==> config.mk <==
export PLATFORM = sky130hd
export DESIGN_NAME = cache_perf_monitor
export DESIGN_NICKNAME = d
export VERILOG_FILES = /design/src/perf_event_pkg.sv /design/src/perf_report_pkg.sv /design/src/event_counter_bank.sv /design/src/sample_timer.sv /design/src/report_serializer.sv /design/src/cache_perf_monitor.sv
export VERILOG_INCLUDE_DIRS = /design/src
export SDC_FILE = /design/constraint.sdc
export NUM_CORES = 1
export LEC_CHECK = 0
export BUFFER_PORTS_ARGS = -buffer_cell sky130_fd_sc_hd__buf_4
export CAP_MARGIN = 40
export CORE_ASPECT_RATIO = 1.25
export CORE_MARGIN = 2
export CORE_UTILIZATION = 57
export DETAILED_ROUTE_END_ITERATION = 6
export PLACE_DENSITY_LB_ADDON = 0.08
export SLEW_MARGIN = 20
export SYNTH_ARGS = -nofsm -noshare
export SYNTH_HDL_FRONTEND = slang
export SYNTH_SLANG_ARGS = --single-unit
==> constraint.sdc <==
create_clock -name clk -period 4.95 [get_ports clk]
set_clock_uncertainty 0.15 [all_clocks]
set_input_delay 0.99 -clock clk [delete_from_list [all_inputs] [get_ports clk]]
set_output_delay 0.99 -clock clk [all_outputs]
set_load 0.01 [all_outputs]
==> src/perf_params.svh <==
`ifndef PERF_PARAMS_SVH
`define PERF_PARAMS_SVH

// Width of each event counter, a multiple of 4 for hex output
`define PERF_CNT_W 12

// Clock cycles between two report points
`define PERF_SAMPLE_PERIOD 120

// Reports issued after reset
`define PERF_SAMPLE_COUNT 3

// Bytes per text frame, three sections of tag plus two counts
`define PERF_FRAME_LEN 21

`endif

==> src/perf_event_pkg.sv <==
`include "perf_params.svh"

package perf_event_pkg;

	localparam int NUM_EVENTS = 8;	// Strobes watched by the bank

	// Bit position of each strobe in the event vector
	typedef enum logic [2:0] {
		EV_L1I_READ  = 3'd0,
		EV_L1I_MISS  = 3'd1,
		EV_L1D_READ  = 3'd2,
		EV_L1D_WRITE = 3'd3,
		EV_L1D_MISS  = 3'd4,
		EV_L2_READ   = 3'd5,
		EV_L2_WRITE  = 3'd6,
		EV_L2_MISS   = 3'd7
	} event_e;

	// Wrapping event count
	typedef logic [`PERF_CNT_W-1:0] count_t;

endpackage

==> src/perf_report_pkg.sv <==
package perf_report_pkg;

	// Cache level of a frame section, in frame order
	typedef enum logic [1:0] {
		LVL_L1I = 2'd0,
		LVL_L1D = 2'd1,
		LVL_L2  = 2'd2
	} level_e;

	typedef logic [7:0] byte_t;

	// Section tags
	localparam byte_t TAG_L1I = "a";
	localparam byte_t TAG_L1D = "b";
	localparam byte_t TAG_L2  = "c";

	// Bases for hex digits, upper case
	localparam byte_t CHR_DIGIT0 = "0";
	localparam byte_t CHR_HEX_A  = "A";

endpackage

==> src/event_counter_bank.sv <==
`timescale 1ns/100ps

module event_counter_bank (
	input  logic                   clk,
	input  logic                   rstn,
	input  logic                   read_l1i_i,
	input  logic                   miss_l1i_i,
	input  logic                   read_l1d_i,
	input  logic                   write_l1d_i,
	input  logic                   miss_l1d_i,
	input  logic                   read_l2_i,
	input  logic                   write_l2_i,
	input  logic                   miss_l2_i,
	output perf_event_pkg::count_t cnt_l1i_read_o,
	output perf_event_pkg::count_t cnt_l1i_miss_o,
	output perf_event_pkg::count_t cnt_l1d_miss_o,
	output perf_event_pkg::count_t cnt_l2_miss_o,
	output perf_event_pkg::count_t acc_l1d_o,
	output perf_event_pkg::count_t acc_l2_o
);

	logic [perf_event_pkg::NUM_EVENTS-1:0] ev_in;
	logic [perf_event_pkg::NUM_EVENTS-1:0] ev_prev;
	perf_event_pkg::count_t                cnt [perf_event_pkg::NUM_EVENTS];

	assign ev_in[perf_event_pkg::EV_L1I_READ]  = read_l1i_i;
	assign ev_in[perf_event_pkg::EV_L1I_MISS]  = miss_l1i_i;
	assign ev_in[perf_event_pkg::EV_L1D_READ]  = read_l1d_i;
	assign ev_in[perf_event_pkg::EV_L1D_WRITE] = write_l1d_i;
	assign ev_in[perf_event_pkg::EV_L1D_MISS]  = miss_l1d_i;
	assign ev_in[perf_event_pkg::EV_L2_READ]   = read_l2_i;
	assign ev_in[perf_event_pkg::EV_L2_WRITE]  = write_l2_i;
	assign ev_in[perf_event_pkg::EV_L2_MISS]   = miss_l2_i;

	always_ff @(posedge clk) begin
		if (!rstn) begin
			ev_prev <= '0;
		end else begin
			ev_prev <= ev_in;
		end
	end

	for (genvar i = 0; i < perf_event_pkg::NUM_EVENTS; i++) begin : g_cnt
		always_ff @(posedge clk) begin
			if (!rstn) begin
				cnt[i] <= '0;
			end else if (ev_in[i] && !ev_prev[i]) begin	// Rising edge only
				cnt[i] <= cnt[i] + 1'b1;
			end
		end
	end

	assign cnt_l1i_read_o = cnt[perf_event_pkg::EV_L1I_READ];
	assign cnt_l1i_miss_o = cnt[perf_event_pkg::EV_L1I_MISS];
	assign cnt_l1d_miss_o = cnt[perf_event_pkg::EV_L1D_MISS];
	assign cnt_l2_miss_o  = cnt[perf_event_pkg::EV_L2_MISS];

	// Access totals, wrap at counter width
	assign acc_l1d_o = perf_event_pkg::count_t'(cnt[perf_event_pkg::EV_L1D_READ]
		+ cnt[perf_event_pkg::EV_L1D_WRITE]);
	assign acc_l2_o  = perf_event_pkg::count_t'(cnt[perf_event_pkg::EV_L2_READ]
		+ cnt[perf_event_pkg::EV_L2_WRITE]);

endmodule

==> src/sample_timer.sv <==
`timescale 1ns/100ps

`include "perf_params.svh"

module sample_timer (
	input  logic clk,
	input  logic rstn,
	output logic sample_o
);

	localparam logic [31:0] LAST_POINT = 32'(`PERF_SAMPLE_PERIOD * `PERF_SAMPLE_COUNT);

	logic [31:0] cyc_cnt;

	// Stops one past the last report point
	always_ff @(posedge clk) begin
		if (!rstn) begin
			cyc_cnt <= '0;
		end else if (cyc_cnt <= LAST_POINT) begin
			cyc_cnt <= cyc_cnt + 32'd1;
		end
	end

	always_comb begin
		sample_o = 1'b0;
		for (int k = 1; k <= `PERF_SAMPLE_COUNT; k++) begin
			if (cyc_cnt == 32'(k * `PERF_SAMPLE_PERIOD)) begin
				sample_o = 1'b1;
			end
		end
	end

endmodule

==> src/report_serializer.sv <==
`timescale 1ns/100ps

`include "perf_params.svh"

module report_serializer (
	input  logic                   clk,
	input  logic                   rstn,
	input  logic                   sample_i,
	input  perf_event_pkg::count_t cnt_l1i_read_i,
	input  perf_event_pkg::count_t cnt_l1i_miss_i,
	input  perf_event_pkg::count_t cnt_l1d_miss_i,
	input  perf_event_pkg::count_t acc_l1d_i,
	input  perf_event_pkg::count_t cnt_l2_miss_i,
	input  perf_event_pkg::count_t acc_l2_i,
	output perf_report_pkg::byte_t data_o,
	output logic                   wr_en_o
);

	localparam int DIGITS  = `PERF_CNT_W / 4;	// Hex digits per count
	localparam int SEC_LEN = 1 + 2 * DIGITS;	// Tag, miss, access
	localparam int IDX_W   = $clog2(`PERF_FRAME_LEN + 1);

	perf_event_pkg::count_t  snap_l1i_read;
	perf_event_pkg::count_t  snap_l1i_miss;
	perf_event_pkg::count_t  snap_l1d_miss;
	perf_event_pkg::count_t  snap_l1d_acc;
	perf_event_pkg::count_t  snap_l2_miss;
	perf_event_pkg::count_t  snap_l2_acc;
	logic [IDX_W-1:0]        idx;
	logic [IDX_W-1:0]        pos;
	perf_report_pkg::level_e lvl;
	perf_event_pkg::count_t  sec_miss;
	perf_event_pkg::count_t  sec_acc;
	perf_report_pkg::byte_t  next_byte;

	function automatic perf_report_pkg::byte_t hex_char(input logic [3:0] nib);
		if (nib < 4'd10) begin
			return perf_report_pkg::CHR_DIGIT0 + {4'h0, nib};
		end
		return perf_report_pkg::CHR_HEX_A + {4'h0, nib - 4'd10};
	endfunction

	// sel 0 picks the most significant digit
	function automatic logic [3:0] digit_of(input perf_event_pkg::count_t v, input int sel);
		return 4'(v >> (4 * (DIGITS - 1 - sel)));
	endfunction

	function automatic perf_report_pkg::byte_t tag_of(input perf_report_pkg::level_e l);
		case (l)
			perf_report_pkg::LVL_L1I: return perf_report_pkg::TAG_L1I;
			perf_report_pkg::LVL_L1D: return perf_report_pkg::TAG_L1D;
			default:                  return perf_report_pkg::TAG_L2;
		endcase
	endfunction

	always_ff @(posedge clk) begin
		if (sample_i) begin
			snap_l1i_read <= cnt_l1i_read_i;
			snap_l1i_miss <= cnt_l1i_miss_i;
			snap_l1d_miss <= cnt_l1d_miss_i;
			snap_l1d_acc  <= acc_l1d_i;
			snap_l2_miss  <= cnt_l2_miss_i;
			snap_l2_acc   <= acc_l2_i;
		end
	end

	// Split the byte index into section and offset
	always_comb begin
		if (idx < IDX_W'(SEC_LEN)) begin
			lvl = perf_report_pkg::LVL_L1I;
			pos = idx;
		end else if (idx < IDX_W'(2 * SEC_LEN)) begin
			lvl = perf_report_pkg::LVL_L1D;
			pos = idx - IDX_W'(SEC_LEN);
		end else begin
			lvl = perf_report_pkg::LVL_L2;
			pos = idx - IDX_W'(2 * SEC_LEN);
		end
	end

	always_comb begin
		case (lvl)
			perf_report_pkg::LVL_L1I: begin
				sec_miss = snap_l1i_miss;
				sec_acc  = snap_l1i_read;
			end
			perf_report_pkg::LVL_L1D: begin
				sec_miss = snap_l1d_miss;
				sec_acc  = snap_l1d_acc;
			end
			default: begin
				sec_miss = snap_l2_miss;
				sec_acc  = snap_l2_acc;
			end
		endcase
	end

	always_comb begin
		if (pos == '0) begin
			next_byte = tag_of(lvl);
		end else if (pos <= IDX_W'(DIGITS)) begin
			next_byte = hex_char(digit_of(sec_miss, int'(pos) - 1));
		end else begin
			next_byte = hex_char(digit_of(sec_acc, int'(pos) - 1 - DIGITS));
		end
	end

	always_ff @(posedge clk) begin
		if (!rstn) begin
			data_o  <= '0;
			wr_en_o <= 1'b0;
			idx     <= '0;
		end else if (sample_i) begin	// Restarts any frame in flight
			data_o  <= perf_report_pkg::TAG_L1I;
			wr_en_o <= 1'b1;
			idx     <= IDX_W'(1);
		end else if (wr_en_o) begin
			if (idx == IDX_W'(`PERF_FRAME_LEN)) begin
				wr_en_o <= 1'b0;	// Last byte stays on data_o
			end else begin
				data_o <= next_byte;
				idx    <= idx + 1'b1;
			end
		end
	end

endmodule

==> src/cache_perf_monitor.sv <==
`timescale 1ns/100ps

module cache_perf_monitor (
	input  logic                   clk,
	input  logic                   rstn,
	input  logic                   read_l1i_i,
	input  logic                   miss_l1i_i,
	input  logic                   read_l1d_i,
	input  logic                   write_l1d_i,
	input  logic                   miss_l1d_i,
	input  logic                   read_l2_i,
	input  logic                   write_l2_i,
	input  logic                   miss_l2_i,
	output perf_report_pkg::byte_t data_o,
	output logic                   wr_en_o
);

	perf_event_pkg::count_t cnt_l1i_read;
	perf_event_pkg::count_t cnt_l1i_miss;
	perf_event_pkg::count_t cnt_l1d_miss;
	perf_event_pkg::count_t cnt_l2_miss;
	perf_event_pkg::count_t acc_l1d;
	perf_event_pkg::count_t acc_l2;
	logic                   sample;

	event_counter_bank u_counter_bank (
		.clk            (clk),
		.rstn           (rstn),
		.read_l1i_i     (read_l1i_i),
		.miss_l1i_i     (miss_l1i_i),
		.read_l1d_i     (read_l1d_i),
		.write_l1d_i    (write_l1d_i),
		.miss_l1d_i     (miss_l1d_i),
		.read_l2_i      (read_l2_i),
		.write_l2_i     (write_l2_i),
		.miss_l2_i      (miss_l2_i),
		.cnt_l1i_read_o (cnt_l1i_read),
		.cnt_l1i_miss_o (cnt_l1i_miss),
		.cnt_l1d_miss_o (cnt_l1d_miss),
		.cnt_l2_miss_o  (cnt_l2_miss),
		.acc_l1d_o      (acc_l1d),
		.acc_l2_o       (acc_l2)
	);

	sample_timer u_sample_timer (
		.clk      (clk),
		.rstn     (rstn),
		.sample_o (sample)
	);

	report_serializer u_serializer (
		.clk            (clk),
		.rstn           (rstn),
		.sample_i       (sample),
		.cnt_l1i_read_i (cnt_l1i_read),
		.cnt_l1i_miss_i (cnt_l1i_miss),
		.cnt_l1d_miss_i (cnt_l1d_miss),
		.acc_l1d_i      (acc_l1d),
		.cnt_l2_miss_i  (cnt_l2_miss),
		.acc_l2_i       (acc_l2),
		.data_o         (data_o),
		.wr_en_o        (wr_en_o)
	);

endmodule

==> results of run 1 <==
placed cells by master, fill, tap and decap left out, types with 7 or more instances in the layout:
| cell type | count |
|---|---|
| a2111oi_0 | 7 |
| a211oi_1 | 11 |
| a21o_1 | 13 |
| a21oi_1 | 48 |
| and2_1 | 31 |
| and3_1 | 21 |
| buf_4 | 86 |
| clkbuf_16 | 23 |
| dfxtp_1 | 48 |
| edfxtp_1 | 168 |
| ha_1 | 46 |
| ha_4 | 10 |
| inv_1 | 51 |
| mux2i_1 | 14 |
| nand2_1 | 84 |
| nand2b_1 | 8 |
| nand3_1 | 56 |
| nand4_1 | 18 |
| nor2_1 | 147 |
| nor3_1 | 15 |
| nor4_1 | 9 |
| o211ai_1 | 7 |
| o21a_1 | 7 |
| o21ai_0 | 44 |
| or2_2 | 9 |
| or3_1 | 28 |
| xnor2_1 | 48 |
| xor2_1 | 44 |
power by group:
part	total, mW	leakage (nW)	switching, mW	internal [mW]
clock	1.67	0.344	0.674	1.00
combinational	0.240	2.74	0.138	0.102
sequential	2.15	2.13	0.0756	2.07
total	4.06	5.21	0.888	3.18
logic make-up (layout without fill, tap and decap cells):
logic type | after synthesis | count (layout)
xor+xnor | 92 | 92
flops | 221 | 221
simple gates | 466 | 466
mux | 14 | 14
compound gates | 211 | 211
fa+ha+maj | 60 | 60
buf+inv | 94 | 183
other cells | 1 | 1
cell type report:
type                            instances  area, um2
Clock inverter                         10      121.4
Multi-Input combinational cell        844       5763
Fill cell                            1655       6897
Sequential cell                       221       6120
Inverter                               57      221.5
Tap cell                              274      342.8
Timing Repair Buffer                   88      684.4
Clock buffer                           28      594.3
worst paths after layout:
kind	to	start	cells past startpoint
setup / recovery	u_serializer.data_o[4]$_SDFFE_PP0P_	u_serializer.idx[0]$_SDFFE_PN0P_	24
hold / removal	u_sample_timer.cyc_cnt[20]$_SDFFE_PN0P_	u_sample_timer.cyc_cnt[20]$_SDFFE_PN0P_	1
setup reg to reg	u_serializer.data_o[4]$_SDFFE_PP0P_	u_serializer.idx[0]$_SDFFE_PN0P_	24
hold reg to reg	u_sample_timer.cyc_cnt[20]$_SDFFE_PN0P_	u_sample_timer.cyc_cnt[20]$_SDFFE_PN0P_	1
metrics by stage:
step / hold slack (ps) / setup WS (ps)
after floorplan: 280.2 / 2.974
after global placement: 293.2 / 33.84
after detailed placement: 294.7 / -88.23
after CTS: 312.5 / 15.63
after global routing: 326.2 / -44.24
final: 310.0 / 232.9
metal layers:
| layer | routed length, um | global-route usage |
|---|---|---|
| met5 | 0 | 0 |
| met4 | 889 | 0.08788 |
| met3 | 891 | 0.02808 |
| met2 | 12830 | 0.4083 |
| met1 | 11010 | 0.2961 |
timing repair:
action,4_1_cts,5_1_grt
endpoints found under the hold margin,0,0
gates resized for setup,5,32
gates cloned,0,0
pin swaps,0,26
buffers inserted,0,3
endpoints found under the setup margin,4,4
sequential cells by signal, indices dropped and copies added (netlist names):
| register | cells |
|---|---|
| u_counter_bank.cnt | 96 |
| u_sample_timer.cyc_cnt | 32 |
| u_serializer.snap_l2_miss | 12 |
| u_serializer.idx | 5 |
| u_serializer.snap_l1i_miss | 12 |
| u_serializer.data_o | 7 |
| u_serializer.snap_l1d_miss | 12 |
| u_serializer.snap_l1i_read | 12 |
| u_counter_bank.ev_prev | 8 |
| u_serializer.snap_l2_acc | 12 |
| u_serializer.snap_l1d_acc | 12 |
| u_serializer.wr_en_o | 1 |
worst register-to-register path: stages (launching register included):
cell       delay [ps]
dfxtp_4           380
buf_4             150
a211o_1           310
o211ai_1          140
nand2_1           160
ha_4              220
inv_2              60
nand4_1           110
nand2_2           170
ha_4              170
a21oi_4            60
or2_4             260
ha_4              260
nand3_2            50
nor3_2            150
nand4_1           170
nor3_2            170
o21ai_2           100
or2_4             300
ha_4              240
nand4b_1          190
a2111oi_2         320
a2111oi_1          80
o21ai_0           160
and3_1            150
==> run_summary.xml, run 1 <==
<?xml version="1.0" encoding="UTF-8"?>
<metrics>
  <group name="run_status">
    <metric name="run_status" unit="">completed</metric>
  </group>
  <group name="setup_path">
    <metric name="path_cells" unit="">buf_4 -&gt; a211o_1 -&gt; o211ai_1 -&gt; nand2_1 -&gt; ha_4 -&gt; inv_2 -&gt; nand4_1 -&gt; nand2_2 -&gt; ha_4 -&gt; a21oi_4 -&gt; or2_4 -&gt; ha_4 -&gt; nand3_2 -&gt; nor3_2 -&gt; nand4_1 -&gt; nor3_2 -&gt; o21ai_2 -&gt; or2_4 -&gt; ha_4 -&gt; nand4b_1 -&gt; a2111oi_2 -&gt; a2111oi_1 -&gt; o21ai_0 -&gt; and3_1</metric>
    <metric name="sort_of_element_at_the_end_of_the_critical_path" unit="">flip-flop</metric>
    <metric name="worst_path_most_repeated_cell" unit="">ha_4</metric>
    <metric name="cp_data_required_time" unit="ps">5250</metric>
    <metric name="cp.arrival" unit="ps">5020</metric>
    <metric name="worst_setup_path_start_kind" unit="">flip-flop</metric>
    <metric name="cp_num_buf_inv" unit="">2</metric>
    <metric name="crit_path_max_fanout" unit="">7</metric>
    <metric name="critical_path.max_stage_delay" unit="ps">380</metric>
    <metric name="worst_path_max_delay_cell" unit="">dfxtp_4</metric>
    <metric name="family_of_cells_with_the_greatest_summed_delay_on_the_critical_path" unit="">simple AND/OR/NAND/NOR gates</metric>
    <metric name="startpoint_to_endpoint_class_of_the_critical_path" unit="">flip-flop to flip-flop</metric>
    <metric name="r2r_slack" unit="ps">230</metric>
  </group>
  <group name="synthesis">
    <metric name="synth_top_area_cell" unit="">edfxtp_1</metric>
    <metric name="synthMostInstantiatedCell" unit="">edfxtp_1</metric>
    <metric name="async_flop_share" unit="">0</metric>
    <metric name="synth_area" unit="um2">11970</metric>
    <metric name="post-synth-top-area-fraction" unit="">0.4214</metric>
    <metric name="ys_seq_area_frac" unit="">0.5101</metric>
    <metric name="synth.yosys.warnings" unit="">0</metric>
    <metric name="synth.net_count" unit="">1229</metric>
    <metric name="synthDistinctLibCells" unit="">76</metric>
    <metric name="synth.avg_cell_area" unit="um2">10.33</metric>
    <metric name="ys.flop_type" unit="">edfxtp_1</metric>
    <metric name="synth_adder_area_share" unit="">0.06397</metric>
    <metric name="synth_common_cells" unit="">edfxtp_1 (168), nor2_1 (147), nand2_1 (86)</metric>
    <metric name="ys_ff_latch" unit="">221</metric>
    <metric name="edff_count_synth" unit="">168</metric>
    <metric name="synthXorXnorAreaFrac" unit="">0.06731</metric>
    <metric name="synthMuxAreaShare" unit="">0.01171</metric>
    <metric name="simple_logic_cell_fraction_of_the_synthesized_area" unit="">0.1921</metric>
    <metric name="synth_compound_gate_area_share" unit="">0.1216</metric>
    <metric name="synth_top_family_by_area" unit="">simple AND/OR/NAND/NOR gates</metric>
    <metric name="synth_cells" unit="">1159</metric>
    <metric name="synthTopCellsByArea" unit="">edfxtp_1 (42%), dfxtp_1 (8.9%), ha_1 (6.1%)</metric>
  </group>
  <group name="sta">
    <metric name="final_period_minus_worst_setup_slack" unit="ps">4717</metric>
    <metric name="max_slew_margin_vs_limit" unit="">0.5335</metric>
    <metric name="max_freq" unit="MHz">212.0</metric>
    <metric name="hold_viol" unit="">0</metric>
    <metric name="setup_total_negative_slack" unit="ps">0</metric>
    <metric name="finalSetupViolations" unit="">0</metric>
    <metric name="finalCritPeriodShare" unit="">0.9530</metric>
    <metric name="pin_slew_with_the_least_headroom_to_its_limit" unit="ps">692.4</metric>
    <metric name="slew_viol_final" unit="">0</metric>
  </group>
  <group name="detailed_routing">
    <metric name="num_vias" unit="">8762</metric>
    <metric name="number_of_design_rule_violations_left_after_detail_routing" unit="">0</metric>
    <metric name="wire_per_inst" unit="um">16.83</metric>
    <metric name="drt_first_pass_iters" unit="">5</metric>
    <metric name="vias_per_cell" unit="">5.757</metric>
    <metric name="postRouteWirelength" unit="mm">25.61</metric>
    <metric name="postRouteAntennaNets" unit="">0</metric>
    <metric name="drt_first_iter_violations" unit="">527</metric>
  </group>
  <group name="min_path">
    <metric name="hold_path_class" unit="">flip-flop to flip-flop</metric>
  </group>
  <group name="layout">
    <metric name="finalCoreUtilization" unit="">0.6675</metric>
    <metric name="postLayoutCellArea" unit="um2">13850</metric>
    <metric name="num_antenna_cells" unit="">0</metric>
    <metric name="syn_to_final_growth" unit="%">15.68</metric>
    <metric name="share_of_post_route_cells_with_drive_strength_above_1" unit="">0.1442</metric>
    <metric name="finalNetCount" unit="">1304</metric>
    <metric name="final_cells" unit="">1522</metric>
  </group>
  <group name="power_and_ir_drop">
    <metric name="leakage" unit="nW">5.211</metric>
    <metric name="ir_drop" unit="mV">0.3220</metric>
    <metric name="total_power_per_unit_cell_area" unit="nW/um2">293.5</metric>
    <metric name="totalPowerFinal" unit="mW">4.064</metric>
  </group>
  <group name="global_routing">
    <metric name="first_global_vias" unit="">8614</metric>
    <metric name="global_route.usage.total" unit="">0.2332</metric>
    <metric name="grt_first_pass_wirelength" unit="mm">42.09</metric>
    <metric name="largest_net_degree_at_the_start_of_global_routing" unit="">59</metric>
    <metric name="antenna_violations_before_repair" unit="">0</metric>
    <metric name="globalRoute.totalOverflow" unit="">0</metric>
  </group>
  <group name="clocking">
    <metric name="tritoncts" unit="">built</metric>
    <metric name="ctsHtreeMaxLevel" unit="">1</metric>
    <metric name="root_buffer" unit="">clkbuf_16</metric>
    <metric name="cts-hold-fix-buffers" unit="">0</metric>
    <metric name="clk-insertion-delay-late" unit="ps">510</metric>
    <metric name="clock_tree.buffer_depth" unit="">3</metric>
    <metric name="numClockSinks" unit="">221</metric>
    <metric name="cts.clk_slew.worst_paths" unit="ps">70</metric>
    <metric name="cts_inserted_buffers" unit="">22</metric>
  </group>
  <group name="placed_design">
    <metric name="place.detailed.instances" unit="">1481</metric>
    <metric name="finalWeightedCongestion" unit="">0.8998</metric>
    <metric name="port-buffer-count" unit="">17</metric>
    <metric name="place.detailed.hpwl" unit="mm">18.44</metric>
    <metric name="post_placement_cell_area" unit="um2">12930</metric>
  </group>
  <group name="floorplan">
    <metric name="rows" unit="">59</metric>
    <metric name="core_area" unit="um2">20740</metric>
    <metric name="fp.dieH" unit="um">166.0</metric>
    <metric name="floorplan.die_area" unit="um2">22180</metric>
    <metric name="floorplan.die.width" unit="um">133.6</metric>
    <metric name="initial_core_util" unit="">0.5771</metric>
    <metric name="boundaryPins" unit="">19</metric>
  </group>
  <group name="flow_run">
    <metric name="maxCapViolCount" unit="">0</metric>
  </group>
</metrics>
Note: power is estimated with default switching activity, not from simulation.
==> run 2, diff against run 1 <==
CELL_PAD_IN_SITES_DETAIL_PLACEMENT = 1   (was default)
CELL_PAD_IN_SITES_GLOBAL_PLACEMENT = 1   (was default)
CORE_UTILIZATION = 46   (was 57)
==> run_summary.xml, run 2 (synthesis gave the netlist of run 1 again) <==
<?xml version="1.0" encoding="UTF-8"?>
<metrics>
  <group name="run_status">
    <metric name="run_status" unit="">completed</metric>
  </group>
  <group name="power_and_ir_drop">
    <metric name="totalPowerFinal" unit="mW">4.276</metric>
    <metric name="leakage" unit="nW">5.287</metric>
    <metric name="total_power_per_unit_cell_area" unit="nW/um2">302.4</metric>
    <metric name="ir_drop" unit="mV">0.4640</metric>
  </group>
  <group name="detailed_routing">
    <metric name="wire_per_inst" unit="um">18.99</metric>
    <metric name="postRouteAntennaNets" unit="">0</metric>
    <metric name="vias_per_cell" unit="">5.624</metric>
    <metric name="number_of_design_rule_violations_left_after_detail_routing" unit="">0</metric>
    <metric name="drt_first_iter_violations" unit="">399</metric>
    <metric name="postRouteWirelength" unit="mm">30.35</metric>
    <metric name="drt_first_pass_iters" unit="">4</metric>
    <metric name="num_vias" unit="">8987</metric>
  </group>
  <group name="placed_design">
    <metric name="finalWeightedCongestion" unit="">0.8833</metric>
    <metric name="place.detailed.hpwl" unit="mm">21.70</metric>
    <metric name="post_placement_cell_area" unit="um2">12990</metric>
    <metric name="port-buffer-count" unit="">17</metric>
  </group>
  <group name="global_routing">
    <metric name="antenna_violations_before_repair" unit="">0</metric>
    <metric name="global_route.usage.total" unit="">0.2214</metric>
    <metric name="largest_net_degree_at_the_start_of_global_routing" unit="">61</metric>
    <metric name="globalRoute.totalOverflow" unit="">0</metric>
    <metric name="grt_first_pass_wirelength" unit="mm">48.50</metric>
    <metric name="first_global_vias" unit="">9247</metric>
  </group>
  <group name="clocking">
    <metric name="cts_inserted_buffers" unit="">24</metric>
    <metric name="tritoncts" unit="">built</metric>
    <metric name="ctsHtreeMaxLevel" unit="">1</metric>
    <metric name="clk-insertion-delay-late" unit="ps">540</metric>
    <metric name="numClockSinks" unit="">221</metric>
    <metric name="cts.clk_slew.worst_paths" unit="ps">60</metric>
    <metric name="cts-hold-fix-buffers" unit="">0</metric>
    <metric name="clock_tree.buffer_depth" unit="">3</metric>
    <metric name="root_buffer" unit="">clkbuf_16</metric>
  </group>
  <group name="setup_path">
    <metric name="ff2ff_path_depth" unit="">25</metric>
    <metric name="startpoint_to_endpoint_class_of_the_critical_path" unit="">flip-flop to flip-flop</metric>
    <metric name="cp_data_required_time" unit="ps">5250</metric>
    <metric name="cp.arrival" unit="ps">5140</metric>
    <metric name="crit_path_max_fanout" unit="">6</metric>
    <metric name="r2r_end" unit="">u_serializer.data_o[4]$_SDFFE_PP0P_</metric>
    <metric name="regToRegStartpoint" unit="">u_serializer.idx[1]$_SDFFE_PP0P_</metric>
    <metric name="sort_of_element_at_the_end_of_the_critical_path" unit="">flip-flop</metric>
    <metric name="worst_setup_path_start_kind" unit="">flip-flop</metric>
    <metric name="r2r_slack" unit="ps">120</metric>
    <metric name="cp-startpoint" unit="">u_serializer.idx[1]$_SDFFE_PP0P_</metric>
    <metric name="worst_setup_path_endpoint" unit="">u_serializer.data_o[4]$_SDFFE_PP0P_</metric>
  </group>
  <group name="layout">
    <metric name="layout.cells.most_common_list" unit="">edfxtp_1 (168), nor2_1 (147), buf_4 (89)</metric>
    <metric name="num_antenna_cells" unit="">0</metric>
    <metric name="finalNetCount" unit="">1310</metric>
    <metric name="postLayoutCellArea" unit="um2">14140</metric>
    <metric name="largest_reg_flops" unit="">96</metric>
    <metric name="syn_to_final_growth" unit="%">18.11</metric>
    <metric name="layout.cells.most_common" unit="">edfxtp_1</metric>
    <metric name="largest_register" unit="">u_counter_bank.cnt</metric>
    <metric name="nFillCells" unit="">2852</metric>
    <metric name="multi_input_area" unit="um2">5819</metric>
    <metric name="sequential_cell_area" unit="um2">6117</metric>
    <metric name="layout_top_registers" unit="">u_counter_bank.cnt x96, u_sample_timer.cyc_cnt x32</metric>
    <metric name="share_of_post_route_cells_with_drive_strength_above_1" unit="">0.1614</metric>
  </group>
  <group name="flow_run">
    <metric name="maxCapViolCount" unit="">0</metric>
  </group>
  <group name="sta">
    <metric name="finalSetupViolations" unit="">0</metric>
    <metric name="pin_slew_with_the_least_headroom_to_its_limit" unit="ps">743.2</metric>
    <metric name="rsz0062_at_grt" unit="">true</metric>
    <metric name="max_freq" unit="MHz">206.9</metric>
    <metric name="slew_viol_final" unit="">0</metric>
    <metric name="max_slew_margin_vs_limit" unit="">0.5046</metric>
    <metric name="finalCritPeriodShare" unit="">0.9766</metric>
    <metric name="hold_viol" unit="">0</metric>
    <metric name="final_period_minus_worst_setup_slack" unit="ps">4834</metric>
  </group>
  <group name="floorplan">
    <metric name="core_area" unit="um2">25850</metric>
    <metric name="floorplan.die.width" unit="um">148.3</metric>
    <metric name="fp.dieH" unit="um">184.4</metric>
    <metric name="rows" unit="">66</metric>
    <metric name="boundaryPins" unit="">19</metric>
    <metric name="initial_core_util" unit="">0.4631</metric>
    <metric name="floorplan.die_area" unit="um2">27340</metric>
  </group>
  <group name="min_path">
    <metric name="hold_path_class" unit="">flip-flop to flip-flop</metric>
  </group>
</metrics>
==> run 2: cell types whose count changed in the layout (fill, tap and decap cells not counted), moves of 3 or more <==
cell and change:
buf_4 +3, ha_4 +3, clkbuf_1 -4, ha_1 -3
==> run 2: stage by stage <==
step / setup TNS (ps) / setup slack, ps / cells / utilization / hold slack (ps)
2_1_floorplan: 0 / 2.974 / 1159 / - / 280.2
3_3_place_gp: 0 / 27.53 / 1543 / 0.5014 / 292.3
3_5_place_dp: -218.5 / -119.5 / 1544 / 0.5024 / 295.1
4_1_cts: 0 / 18.90 / 1588 / 0.5359 / 314.3
5_1_grt: -270.5 / -134.6 / 1598 / 0.5470 / 322.6
6_report: 0 / 115.7 / 1598 / 0.5470 / 308.2
==> run 2: layer usage <==
metal	up-vias	wire, um	track usage
met5	-	0	0
met4	0	787	0.06667
met3	59	768	0.03045
met2	114	16020	0.4078
met1	4441	12770	0.2677
li1	4373	-	-
==> run 2: worst max-delay path, stage by stage, from the launching register on <==
cell,delay [ps]
dfxtp_4,370
ha_4,200
a211o_1,300
o211ai_1,140
nand2_1,150
ha_4,210
inv_2,60
nand4_1,120
nand2_2,150
buf_4,140
ha_4,140
a21oi_4,60
or2_4,280
ha_4,260
nand3_2,70
nor3_4,170
nand4_1,170
nor3_2,180
o21ai_2,100
or2_4,280
ha_4,240
nand4b_1,190
a2111oi_2,240
a2111oi_1,80
o21ai_1,160
and3_1,150
==> run 2: power by group <==
group          total, mW  switching, mW  internal (mW)  leakage, nW
Combinational      0.251          0.148          0.103         2.76
Clock               1.87          0.763           1.11        0.396
Sequential          2.15         0.0800           2.07         2.13
Total               4.28          0.991           3.28         5.29
==> run 2: cell type report <==
class                           count  share of cell area
Multi-Input combinational cell    844              0.4116
Timing Repair Buffer               92             0.05142
Tap cell                          340             0.03009
Sequential cell                   221              0.4327
Clock inverter                     19             0.01584
Clock buffer                       25             0.04274
Inverter                           57             0.01566
==> run 2: worst min-delay path by stage <==
stage                                            start  cells after the start  slack [ps]                                       to
4_1_cts        u_sample_timer.cyc_cnt[22]$_SDFFE_PN0P_                      1         310  u_sample_timer.cyc_cnt[22]$_SDFFE_PN0P_
3_5_place_dp   u_sample_timer.cyc_cnt[18]$_SDFFE_PN0P_                      1         300  u_sample_timer.cyc_cnt[18]$_SDFFE_PN0P_
5_1_grt        u_sample_timer.cyc_cnt[18]$_SDFFE_PN0P_                      1         320  u_sample_timer.cyc_cnt[18]$_SDFFE_PN0P_
6_report       u_sample_timer.cyc_cnt[18]$_SDFFE_PN0P_                      1         310  u_sample_timer.cyc_cnt[18]$_SDFFE_PN0P_
3_3_place_gp   u_sample_timer.cyc_cnt[13]$_SDFFE_PN0P_                      1         290  u_sample_timer.cyc_cnt[13]$_SDFFE_PN0P_
2_1_floorplan  u_sample_timer.cyc_cnt[12]$_SDFFE_PN0P_                      1         280  u_sample_timer.cyc_cnt[12]$_SDFFE_PN0P_
==> run 2: repair_timing <==
item,4_1_cts,5_1_grt
gates resized for setup,6,40
setup buffers,0,11
pin swaps,6,27
endpoints found under the setup margin,2,4
